==> src/mlp_cmd_pkg.sv <==
package mlp_cmd_pkg;

    typedef logic [7:0] byte_t;

    typedef enum logic [7:0] {
        CMD_WRITE_WEIGHT = 8'h01,
        CMD_WRITE_ACT    = 8'h02,
        CMD_EXECUTE      = 8'h03,
        CMD_READ_RESULT  = 8'h04,
        CMD_STATUS       = 8'h05
    } opcode_e;

    // Payload length of both write commands
    localparam int PAYLOAD_BYTES = 4;

    // Same four bytes seen as weights or as two activation rows
    typedef union packed {
        byte_t [3:0]       weight;
        logic [1:0][15:0]  act;
    } payload_u;

    typedef struct packed {
        logic        push_col0;
        logic        push_col1;
        byte_t       wf_data;
        logic        act_valid;
        logic [15:0] act_data;
        logic        start;
    } mlp_ctrl_t;

    typedef struct packed {
        logic [3:0]         state;
        logic [4:0]         cycle_cnt;
        logic signed [31:0] acc0;
    } mlp_status_t;

    // Response bytes go out LSB first
    typedef struct packed {
        logic        valid;
        logic        four_bytes;
        logic [31:0] data;
    } resp_req_t;

endpackage

==> src/uart_rx.sv <==
`timescale 1ns/1ps

module uart_rx
    import mlp_cmd_pkg::*;
#(
    parameter int CLOCK_FREQ = 100_000_000,
    parameter int BAUD_RATE  = 115200
) (
    input  logic  clk,
    input  logic  rst,
    input  logic  rx,
    output byte_t rx_data,
    output logic  rx_valid
);

    localparam int CLKS_PER_BIT = CLOCK_FREQ / BAUD_RATE;
    localparam int CNT_W        = $clog2(CLKS_PER_BIT);
    localparam int HALF_CNT     = (CLKS_PER_BIT - 1) / 2;

    typedef enum logic [1:0] {RX_IDLE, RX_START, RX_DATA, RX_STOP} rx_state_e;

    rx_state_e  state;
    logic [1:0] sync;
    logic [CNT_W-1:0] cnt;
    logic [2:0] bit_idx;
    byte_t      shift;
    logic       rx_s;

    assign rx_s    = sync[1];
    assign rx_data = shift;

    // Metastability guard on the async line
    always_ff @(posedge clk or posedge rst) begin
        if (rst) begin
            sync <= 2'b11;
        end else begin
            sync <= {sync[0], rx};
        end
    end

    always_ff @(posedge clk or posedge rst) begin
        if (rst) begin
            state    <= RX_IDLE;
            cnt      <= '0;
            bit_idx  <= '0;
            rx_valid <= 1'b0;
        end else begin
            rx_valid <= 1'b0;
            case (state)
                RX_IDLE: begin
                    cnt <= '0;
                    if (!rx_s) begin
                        state <= RX_START;
                    end
                end
                RX_START: begin
                    // Recheck at mid start bit to reject glitches
                    if (cnt == CNT_W'(HALF_CNT)) begin
                        cnt     <= '0;
                        bit_idx <= '0;
                        state   <= rx_s ? RX_IDLE : RX_DATA;
                    end else begin
                        cnt <= cnt + 1'b1;
                    end
                end
                RX_DATA: begin
                    if (cnt == CNT_W'(CLKS_PER_BIT - 1)) begin
                        cnt     <= '0;
                        bit_idx <= bit_idx + 1'b1;
                        if (bit_idx == 3'd7) begin
                            state <= RX_STOP;
                        end
                    end else begin
                        cnt <= cnt + 1'b1;
                    end
                end
                default: begin
                    if (cnt == CNT_W'(CLKS_PER_BIT - 1)) begin
                        // Framing error drops the byte
                        rx_valid <= rx_s;
                        state    <= RX_IDLE;
                    end else begin
                        cnt <= cnt + 1'b1;
                    end
                end
            endcase
        end
    end

    // LSB arrives first
    always_ff @(posedge clk) begin
        if (state == RX_DATA && cnt == CNT_W'(CLKS_PER_BIT - 1)) begin
            shift <= {rx_s, shift[7:1]};
        end
    end

endmodule

==> src/uart_tx.sv <==
`timescale 1ns/1ps

module uart_tx
    import mlp_cmd_pkg::*;
#(
    parameter int CLOCK_FREQ = 100_000_000,
    parameter int BAUD_RATE  = 115200
) (
    input  logic  clk,
    input  logic  rst,
    input  byte_t tx_data,
    input  logic  tx_valid,
    output logic  tx_ready,
    output logic  tx
);

    localparam int CLKS_PER_BIT = CLOCK_FREQ / BAUD_RATE;
    localparam int CNT_W        = $clog2(CLKS_PER_BIT);

    logic             busy;
    logic [CNT_W-1:0] cnt;
    logic [3:0]       bit_cnt;
    // Stop, data and start bits, shifted out from bit 0
    logic [9:0]       shreg;

    assign tx_ready = !busy;
    assign tx       = shreg[0];

    always_ff @(posedge clk or posedge rst) begin
        if (rst) begin
            busy    <= 1'b0;
            cnt     <= '0;
            bit_cnt <= '0;
            shreg   <= '1;
        end else if (!busy) begin
            if (tx_valid) begin
                shreg   <= {1'b1, tx_data, 1'b0};
                busy    <= 1'b1;
                cnt     <= '0;
                bit_cnt <= '0;
            end
        end else if (cnt == CNT_W'(CLKS_PER_BIT - 1)) begin
            cnt   <= '0;
            shreg <= {1'b1, shreg[9:1]};
            // Idle again once the stop bit has had its full time
            if (bit_cnt == 4'd9) begin
                busy <= 1'b0;
            end else begin
                bit_cnt <= bit_cnt + 1'b1;
            end
        end else begin
            cnt <= cnt + 1'b1;
        end
    end

endmodule

==> src/cmd_parser.sv <==
`timescale 1ns/1ps

module cmd_parser
    import mlp_cmd_pkg::*;
(
    input  logic        clk,
    input  logic        rst,
    input  byte_t       rx_data,
    input  logic        rx_valid,
    input  mlp_status_t status,
    input  logic        loader_busy,
    input  logic        resp_busy,
    output payload_u    payload,
    output logic        load_weights,
    output logic        load_acts,
    output logic        start,
    output resp_req_t   resp
);

    typedef enum logic {P_WAIT_OP, P_COLLECT} parse_state_e;

    parse_state_e state;
    logic         is_weight;
    logic [1:0]   idx;
    logic         resp_valid;
    logic         resp_four;
    logic [31:0]  resp_data;
    logic         op_take;

    // New opcodes only when both downstream blocks are free
    assign op_take = rx_valid && state == P_WAIT_OP && !loader_busy && !resp_busy;

    assign resp = '{valid: resp_valid, four_bytes: resp_four, data: resp_data};

    always_ff @(posedge clk or posedge rst) begin
        if (rst) begin
            state        <= P_WAIT_OP;
            is_weight    <= 1'b0;
            idx          <= '0;
            load_weights <= 1'b0;
            load_acts    <= 1'b0;
            start        <= 1'b0;
            resp_valid   <= 1'b0;
            resp_four    <= 1'b0;
        end else begin
            load_weights <= 1'b0;
            load_acts    <= 1'b0;
            start        <= 1'b0;
            resp_valid   <= 1'b0;
            if (op_take) begin
                case (opcode_e'(rx_data))
                    CMD_WRITE_WEIGHT, CMD_WRITE_ACT: begin
                        is_weight <= (opcode_e'(rx_data) == CMD_WRITE_WEIGHT);
                        idx       <= '0;
                        state     <= P_COLLECT;
                    end
                    CMD_EXECUTE:     start <= 1'b1;
                    CMD_READ_RESULT: begin
                        resp_valid <= 1'b1;
                        resp_four  <= 1'b1;
                    end
                    CMD_STATUS: begin
                        resp_valid <= 1'b1;
                        resp_four  <= 1'b0;
                    end
                    default: ;
                endcase
            end else if (rx_valid && state == P_COLLECT) begin
                idx <= idx + 1'b1;
                if (idx == 2'(PAYLOAD_BYTES - 1)) begin
                    load_weights <= is_weight;
                    load_acts    <= !is_weight;
                    state        <= P_WAIT_OP;
                end
            end
        end
    end

    // Payload and response data
    always_ff @(posedge clk) begin
        if (rx_valid && state == P_COLLECT) begin
            payload.weight[idx] <= rx_data;
        end
        if (op_take) begin
            if (opcode_e'(rx_data) == CMD_STATUS) begin
                resp_data <= {24'd0, status.state[2:0], status.cycle_cnt};
            end else begin
                resp_data <= status.acc0;
            end
        end
    end

endmodule

==> src/mlp_loader.sv <==
`timescale 1ns/1ps

module mlp_loader
    import mlp_cmd_pkg::*;
(
    input  logic      clk,
    input  logic      rst,
    input  payload_u  payload,
    input  logic      load_weights,
    input  logic      load_acts,
    output mlp_ctrl_t ctrl_load,
    output logic      weights_ready,
    output logic      loader_busy
);

    logic       busy;
    logic       wmode;
    logic [1:0] seq;
    payload_u   held;

    // Step 0 comes straight from the load pulse, later steps from the held copy
    payload_u   cur;
    logic [1:0] step;
    logic       mode;
    logic       emit;
    logic [1:0] last_step;

    logic        push_col0;
    logic        push_col1;
    byte_t       wf_data;
    logic        act_valid;
    logic [15:0] act_data;

    assign cur       = busy ? held : payload;
    assign step      = busy ? seq : 2'd0;
    assign mode      = busy ? wmode : load_weights;
    assign emit      = busy || load_weights || load_acts;
    assign last_step = mode ? 2'd3 : 2'd1;

    assign loader_busy = busy;
    assign ctrl_load   = '{push_col0: push_col0, push_col1: push_col1, wf_data: wf_data,
                           act_valid: act_valid, act_data: act_data, start: 1'b0};

    always_ff @(posedge clk or posedge rst) begin
        if (rst) begin
            busy          <= 1'b0;
            wmode         <= 1'b0;
            seq           <= '0;
            push_col0     <= 1'b0;
            push_col1     <= 1'b0;
            act_valid     <= 1'b0;
            weights_ready <= 1'b0;
        end else begin
            busy      <= emit && step != last_step;
            wmode     <= mode;
            seq       <= step + 1'b1;
            // Even steps go to col0, odd steps to col1
            push_col0 <= emit && mode && !step[0];
            push_col1 <= emit && mode && step[0];
            act_valid <= emit && !mode;
            if (emit && mode && step == 2'd3) begin
                weights_ready <= 1'b1;
            end
        end
    end

    always_ff @(posedge clk) begin
        if (!busy) begin
            held <= payload;
        end
        wf_data  <= cur.weight[step];
        act_data <= cur.act[step[0]];
    end

endmodule

==> src/resp_sender.sv <==
`timescale 1ns/1ps

module resp_sender
    import mlp_cmd_pkg::*;
(
    input  logic      clk,
    input  logic      rst,
    input  resp_req_t resp,
    input  logic      tx_ready,
    output byte_t     tx_data,
    output logic      tx_valid,
    output logic      resp_busy
);

    typedef enum logic [1:0] {S_IDLE, S_OFFER, S_WAIT} send_state_e;

    send_state_e state;
    logic [1:0]  left;
    logic [31:0] buffer;

    assign tx_valid  = (state == S_OFFER);
    assign tx_data   = buffer[7:0];
    assign resp_busy = (state != S_IDLE);

    always_ff @(posedge clk or posedge rst) begin
        if (rst) begin
            state <= S_IDLE;
            left  <= '0;
        end else begin
            case (state)
                S_IDLE: begin
                    if (resp.valid) begin
                        left  <= resp.four_bytes ? 2'd3 : 2'd0;
                        state <= S_OFFER;
                    end
                end
                S_OFFER: begin
                    // Byte taken on this edge
                    if (tx_ready) begin
                        state <= S_WAIT;
                    end
                end
                S_WAIT: begin
                    // Transmitter idle again after the stop bit
                    if (tx_ready) begin
                        if (left == 2'd0) begin
                            state <= S_IDLE;
                        end else begin
                            left  <= left - 1'b1;
                            state <= S_OFFER;
                        end
                    end
                end
                default: state <= S_IDLE;
            endcase
        end
    end

    always_ff @(posedge clk) begin
        if (state == S_IDLE && resp.valid) begin
            buffer <= resp.data;
        end else if (state == S_WAIT && tx_ready) begin
            buffer <= {8'd0, buffer[31:8]};
        end
    end

endmodule

==> src/uart_controller.sv <==
`timescale 1ns/1ps

module uart_controller
    import mlp_cmd_pkg::*;
#(
    parameter int CLOCK_FREQ = 100_000_000,
    parameter int BAUD_RATE  = 115200
) (
    input  logic        clk,
    input  logic        rst,
    input  logic        uart_rx,
    output logic        uart_tx,
    output mlp_ctrl_t   mlp_ctrl,
    output logic        weights_ready,
    input  mlp_status_t status
);

    byte_t     rx_data;
    logic      rx_valid;
    payload_u  payload;
    logic      load_weights;
    logic      load_acts;
    logic      start;
    resp_req_t resp;
    logic      loader_busy;
    logic      resp_busy;
    mlp_ctrl_t ctrl_load;
    byte_t     tx_data;
    logic      tx_valid;
    logic      tx_ready;

    // Loader fields plus the parser's start pulse
    always_comb begin
        mlp_ctrl       = ctrl_load;
        mlp_ctrl.start = start;
    end

    uart_rx #(.CLOCK_FREQ(CLOCK_FREQ), .BAUD_RATE(BAUD_RATE)) u_rx (
        .clk(clk), .rst(rst), .rx(uart_rx), .rx_data(rx_data), .rx_valid(rx_valid)
    );

    cmd_parser u_parser (
        .clk(clk), .rst(rst), .rx_data(rx_data), .rx_valid(rx_valid), .status(status),
        .loader_busy(loader_busy), .resp_busy(resp_busy), .payload(payload),
        .load_weights(load_weights), .load_acts(load_acts), .start(start), .resp(resp)
    );

    mlp_loader u_loader (
        .clk(clk), .rst(rst), .payload(payload), .load_weights(load_weights),
        .load_acts(load_acts), .ctrl_load(ctrl_load), .weights_ready(weights_ready),
        .loader_busy(loader_busy)
    );

    resp_sender u_sender (
        .clk(clk), .rst(rst), .resp(resp), .tx_ready(tx_ready), .tx_data(tx_data),
        .tx_valid(tx_valid), .resp_busy(resp_busy)
    );

    uart_tx #(.CLOCK_FREQ(CLOCK_FREQ), .BAUD_RATE(BAUD_RATE)) u_tx (
        .clk(clk), .rst(rst), .tx_data(tx_data), .tx_valid(tx_valid), .tx_ready(tx_ready),
        .tx(uart_tx)
    );

endmodule

==> config.mk <==
export PLATFORM = sky130hd
export DESIGN_NAME = uart_controller
export DESIGN_NICKNAME = d
export VERILOG_FILES = /design/src/mlp_cmd_pkg.sv /design/src/uart_rx.sv /design/src/uart_tx.sv /design/src/cmd_parser.sv /design/src/mlp_loader.sv /design/src/resp_sender.sv /design/src/uart_controller.sv
export SDC_FILE = /design/constraint.sdc
export NUM_CORES = 1
export LEC_CHECK = 0
export BUFFER_PORTS_ARGS = -buffer_cell sky130_fd_sc_hd__buf_2
export CAP_MARGIN = 20
export CELL_PAD_IN_SITES_DETAIL_PLACEMENT = 2
export CELL_PAD_IN_SITES_GLOBAL_PLACEMENT = 2
export CORE_UTILIZATION = 38
export DETAILED_ROUTE_END_ITERATION = 12
export PLACE_DENSITY = 0.73
export SYNTH_ARGS = -nofsm -noshare
export SYNTH_HDL_FRONTEND = slang
export SYNTH_SLANG_ARGS = --single-unit
==> constraint.sdc <==
create_clock -name clk -period 3.1 [get_ports clk]
set_clock_uncertainty 0.05 [all_clocks]
set_input_delay 0.31 -clock clk [delete_from_list [all_inputs] [get_ports clk]]
set_output_delay 0.31 -clock clk [all_outputs]
set_load 0.05 [all_outputs]
==> metrics, run 1 <==
drt initial violations between 150 and 200; Synth warnings 0; fill count ~2,200; slew of the pin with the lowest slew margin about 0.99 ns; Initial Util about two fifths; pin count of the biggest net entering global routing 36; post-DP HPWL 12,900 µm; post-cts gate resize count 0; Max Slew Vio Count 0; Die H roughly 150 µm; # H-tree levels 1; VDD IR max around 0.42 mV; Die X roughly 150 µm; Top delay family on crit path simple AND/OR/NAND/NOR gates; Yosys reg bits approximately 220; CP Max Fanout 20; minimum clock period ~2.4 ns; Power, Total around 6.1 mW; dpl cells approximately 950; Root Driver clkbuf_16; CP max stage cell or4_1; metal2 WL around 10,000 µm; global-route usage over all layers 16.8%; CP bufs+invs 1; Crit path largest cell delay approximately 0.64 ns; antenna viol nets, final 0; Syn Area/Cell 14.4 µm²; Main synth FF type edfxtp_1; worst hold path type input pin to flip-flop; status completed; Final TNS setup 0 ns; vias in the first global route a little under 6,000; total CTS buffers 25; top layer in use met4; fin cells ~1,000; Placement Cell Area between 9000 and 10,000 µm²; achievable frequency about 420 MHz; setup ws final roughly 0.75 ns; max-cap check violation count 0; Hold WS just under 0.04 ns; CP Cell Sequence or4_1 > nor3_4 > buf_4 > mux2_2; post-route cell area about 10,000 µm²; initial antenna violation count 0; Skew-Pair Late Insertion Delay 0.51 ns; Clock Pin Slew Worst Setup and Hold Paths about 0.06 ns; hold_buf cts 2; ys async rst share approximately 28%; Die ar. roughly 24,000 µm²; dpl ws a little over 0.7 ns; number of flops mapped to enable cells by yosys about 100; Rel. slew slack 34.0%; postcts setup bufs 0; min-delay src status[31]; cell count after synthesis slightly above 600; netlist area before placement between 8000 and 9000 µm²; final-report hold violation count 0; Synth Net Count 670; register area share after synthesis 66.4%; Longest Clk Path Bufs 3; kind of critical path flip-flop to flip-flop; crit path launch u_rx.rx_data[4]$_DFFE_PP_; met3 WL 557 µm; Distinct cells, synth 56; # setup viols final 0; ANT cells 0; Worst setup EP type flip-flop; routed vias/inst between 5 and 6; Rows 55; pwr dens ~590 nW/µm²; crit path launch type flip-flop; most common cell after layout, fill and taps aside edfxtp_1; Worst EP arrival ~2.6 ns; worst endpoint required time 3.31 ns; global-route wire length before repair 31,500 µm; Sink Count ~220; ratio of cells with drive above 1 in the final layout 33.0%; Layout area overhead 18.0%; Final #Nets 760; RR Startpoint u_rx.rx_data[4]$_DFFE_PP_; most frequent cells in the layout edfxtp_1 (104), mux2_2 (81), buf_2 (72); post-route DRC violation count 0; unrepaired setup endpoints after global routing no; wire length per cell 19.2 µm; core area between 20,000 and 25,000 µm²; Leak Pwr roughly 4.0 nW; CTS tree done; final wirelength roughly 19,000 µm; TritonRoute pass-1 iters 4; Congestion Overflow GR 0; Port-buffer cells 72; IO Pins 74; Final Wtd Congestion around 0.73; met1 WL between 8000 and 9000 µm; DR vias 5,108; Util after Layout a little under half; period utilisation layout 76.0%
kinds of logic after synthesis:
family / count (synthesis) / synth area share (%)
buffers and inverters: 43 / 2.18
adders and majority gates: 18 / 2.56
AOI/OAI and AO/OA: 62 / 4.25
muxes: 101 / 13.8
xor gates and xnor gates: 14 / 1.40
and+or+nand+nor: 147 / 9.37
DFF: 223 / 66.4
layer usage:
| metal | GRT usage (%) | vias to the layer above |
|---|---|---|
| met4 | 4.57 | 0 |
| met1 | 20.2 | 2629 |
| met2 | 31.2 | 75 |
| li1 | - | 2375 |
| met3 | 2.54 | 29 |
| met5 | 0 | - |
path summary, 6_finish.rpt:
check / depth (start not counted) / to / slack [ns]
max: 4 / u_parser.resp_data[5]$_DFFE_PP_ / 0.75
max in group asynchronous: 4 / u_tx.shreg[0]$_DFFE_PP1P_ / 1.95
min: 2 / u_parser.resp_data[31]$_SDFFCE_PP0P_ / 0.04
max reg2reg: 4 / u_parser.resp_data[5]$_DFFE_PP_ / 0.75
min reg2reg: 0 / u_rx.sync[1]$_DFF_PP1_ / 0.31
min in group asynchronous: 3 / u_rx.cnt[7]$_DFFE_PP0P_ / 0.27
synthesized netlist by cell type (all sizes together), types with 5 or more instances:
cell	instances	area (µm²)
mux2	81	912
and3	17	106
dfstp	11	289
nor4	5	52.6
mux2i	12	120
nand4	5	31.3
clkbuf	10	37.5
nor2b	27	169
xor2	7	61.3
nand3	11	55.1
mux4	8	180
nor2	19	73.8
xnor2	7	61.3
edfxtp	104	3120
inv	19	71.3
nor3	10	55.1
o21ai	32	164
dfrtp	52	1300
nand2	33	124
dfxtp	56	1120
buf	13	78.8
a21oi	11	55.1
ha	18	225
area by class of cell:
type,count,area (µm²),area share (%)
clock buffers,35,778,7.51
clock inverters,9,76.3,0.737
inverters,20,75.1,0.725
repair buffers,86,470,4.54
flip-flops and latches,223,5830,56.3
well taps,285,357,3.44
multi-input cells,342,2770,26.7
power breakdown:
group          switching [mW]  total (mW)  leakage [nW]  internal [mW]
clock                    1.15        2.99         0.423           1.83
sequential            0.00129        3.08          2.13           3.08
combinational          0.0315      0.0648          1.43         0.0333
total                    1.19        6.13          3.98           4.94
flip-flops by register name (all words and copies together), names as in the netlist, 9 cells and up:
| name | cells |
|---|---|
| u_rx.cnt | 10 |
| u_loader.held | 32 |
| u_parser.resp_data | 32 |
| u_tx.shreg | 9 |
| u_parser.payload | 32 |
| u_tx.cnt | 10 |
| u_sender.buffer | 32 |
| u_loader.act_data | 16 |
Power figures use the tool's default switching activity.
==> inputs of run 2 (changes only) <==
Settings changed: ABC_AREA from default to 1, CORE_UTILIZATION 38 to 35, PLACE_DENSITY 0.73 to 0.74.
Clock period 3.1 ns to 2.1 ns, I/O delays scaled along.
==> run 2 against run 1 <==
Net effect: total power up 44%; combinational power increased to 2.6 times the previous value; synthesized area grew 2.8%; critical endpoint is now u_parser.resp_data[0]$_DFFE_PP_; sequential power up 47%; via count grew 29%; flip-flop and latch count is the same; wire length is 19% higher; clock power up 38%; worst hold slack worse by 0.016 ns; maximum frequency increased by 24%; global-route usage increased by 1.2 points; sequential share of layout area shrank 3.4 points.
==> metrics, run 2 <==
hold_buf cts slightly above 40; global-route wire length before repair ~38,000 µm; # setup viols final 0; VDD IR max between 0.5 and 0.6 mV; CP Max Fanout 8; Layout area overhead 22.0%; Crit path top cell by count nand2_1; Rel. slew slack 66.7%; leading area contributor after synthesis edfxtp_1; min-delay src status[9]; wire length per cell 16.5 µm; worst hold path type input pin to flip-flop; Top delay family on crit path simple AND/OR/NAND/NOR gates; Distinct cells, synth between 40 and 50; # H-tree levels 1; count leader, synth nand2_1; Root Driver clkbuf_16; Die X about 160 µm; Die H around 160 µm; status completed; max-cap check violation count 0; CP Cell Sequence inv_1 > nand2_1 > nor3_2 > nand2_2 > buf_4 > o21ai_0 > nand2_1; Skew-Pair Late Insertion Delay approximately 0.51 ns; initial antenna violation count 0; Final Wtd Congestion about 0.73; routed vias/inst approximately 4.7; postcts setup bufs 0; period utilisation layout 90.1%; Worst setup EP type flip-flop; drt initial violations 294; post-route cell area 11,000 µm²; r2r setup slk between 0.2 and 0.25 ns; Port-buffer cells about 70; ANT cells 0; Synth area leaders edfxtp_1 (35%), dfrtp_1 (14%), dfxtp_1 (12%); list of most frequent post-synthesis cells nand2_1 (254), inv_1 (115), edfxtp_1 (104); total CTS buffers 25; FF-to-FF path depth 7; Synth warnings 0; achievable frequency 528 MHz; share of the synthesized area in the top cell type 34.6%; RR Startpoint u_rx.rx_data[7]$_DFFE_PP_; Die ar. between 20,000 and 30,000 µm²; unrepaired setup endpoints after global routing no; hold path cells 3; Hold Path Sink u_parser.resp_data[9]$_SDFFCE_PP0P_; Yosys reg bits ~220; final wirelength around 23,000 µm; Sink Count 223; Initial Util 35.8%; most frequent cells in the layout nand2_1 (254), inv_1 (114), edfxtp_1 (104); final-report hold violation count 0; DR vias roughly 6,600; Worst EP arrival 2.10 ns; Longest Clk Path Bufs 3; IO Pins 74; most common cell after layout, fill and taps aside nand2_1; Rows 58; Placement Cell Area ~9900 µm²; post-cts gate resize count 0; register area share after synthesis between 60 and 70%; Max Slew Vio Count 0; pwr dens ~800 nW/µm²; fill count around 2,700; crit path launch type flip-flop; antenna viol nets, final 0; CP bufs+invs 2; Congestion Overflow GR 0; Final #Nets 1,105; Main synth FF type edfxtp_1; post-route DRC violation count 0; TritonRoute pass-1 iters 6; worst endpoint required time 2.31 ns; Syn Area/Cell slightly below 10 µm²; Final TNS setup 0 ns; number of flops mapped to enable cells by yosys ~100; core area roughly 25,000 µm²; minimum clock period 1.89 ns; Leak Pwr 4.83 nW; Clock Pin Slew Worst Setup and Hold Paths 0.06 ns; pin count of the biggest net entering global routing 46; post-DP HPWL between 10,000 and 15,000 µm; CP max stage cell edfxtp_1; Hold WS 0.0222 ns; netlist area before placement around 9000 µm²; ratio of cells with drive above 1 in the final layout 15.6%; slew of the pin with the lowest slew margin roughly 0.50 ns; kind of critical path flip-flop to flip-flop; vias in the first global route 7,368; r2r endpoint u_parser.resp_data[0]$_DFFE_PP_; cell count after synthesis 908; global-route usage over all layers 18.0%; Synth Net Count 970; CTS tree done; ys async rst share between 20% and 30%; Crit path largest cell delay around 0.47 ns
[run 2: through the flow]
step	utilization (%)	power, mW	instances	setup slack (ns)
4_1_cts	43.6	8.94	1391	0.207
6_report	43.6	8.83	1391	0.207
2_1_floorplan	-	4.67	908	0.0362
5_1_grt	43.6	9.12	1391	0.0284
3_3_place_gp	39.0	4.73	1305	0.296
3_5_place_dp	39.0	4.73	1305	0.211
[run 2: per-layer routing]
layer  track usage (%)  share of wire, %  vias up
li1                  -                 -     3180
met1              22.5                45     3266
met2              32.7                51       92
met3              2.47               3.0       26
met4              4.12               1.7        0
met5                 0                 0        -
[run 2: cells by family (layout without fill, tap and decap cells)]
kind of cell             count (synthesis)  count (layout)  synth area share [%]
flip-flops                             223             223                  64.6
XOR/XNOR                                 7               7                 0.679
buffers and inverters                  150             303                  6.79
multiplexers                             7               7                 0.776
adder cells (fa/ha/maj)                 18              18                  2.49
AO/OA/AOI/OAI                          110             110                  6.86
AND/OR/NAND/NOR                        393             393                  17.8
[run 2: final cells by class]
| type | instances | area, µm² | share of cell area (%) |
|---|---|---|---|
| Clock buffer | 38 | 694 | 6.30 |
| Clock inverter | 7 | 56.3 | 0.511 |
| Inverter | 122 | 458 | 4.16 |
| Multi-Input combinational cell | 535 | 2580 | 23.4 |
| Sequential cell | 223 | 5830 | 52.9 |
| Tap cell | 330 | 413 | 3.75 |
| Timing Repair Buffer | 136 | 981 | 8.90 |
[run 2: how the worst max path moves through the flow]
stage / startpoint / endpoint / slack, ns / cells past startpoint
6_report: u_rx.rx_data[7]$_DFFE_PP_ / u_parser.resp_data[0]$_DFFE_PP_ / 0.21 / 7
5_1_grt: u_loader.loader_busy$_DFF_PP0_ / u_parser.is_weight$_DFFE_PP0P_ / 0.03 / 6
4_1_cts: u_loader.loader_busy$_DFF_PP0_ / u_parser.is_weight$_DFFE_PP0P_ / 0.21 / 6
3_5_place_dp: u_loader.loader_busy$_DFF_PP0_ / u_parser.is_weight$_DFFE_PP0P_ / 0.21 / 6
3_3_place_gp: u_rx.cnt[0]$_DFFE_PP0P_ / u_rx.cnt[4]$_DFFE_PP0P_ / 0.30 / 8
2_1_floorplan: u_sender.state[0]$_DFFE_PP0P_ / u_sender.left[0]$_DFFE_PP0P_ / 0.04 / 6
[run 2: report_power, final]
group | internal, mW | switching (mW) | leakage [nW]
logic | 0.0938 | 0.0735 | 2.33
registers | 4.54 | 0.00201 | 2.13
clock network | 2.39 | 1.74 | 0.364
[run 2: worst register-to-register path: stages (launching register included)]
cell      delay, ns
edfxtp_1       0.47
inv_1          0.09
nand2_1        0.07
nor3_2         0.23
nand2_2        0.22
buf_4          0.20
o21ai_0        0.20
nand2_1        0.11
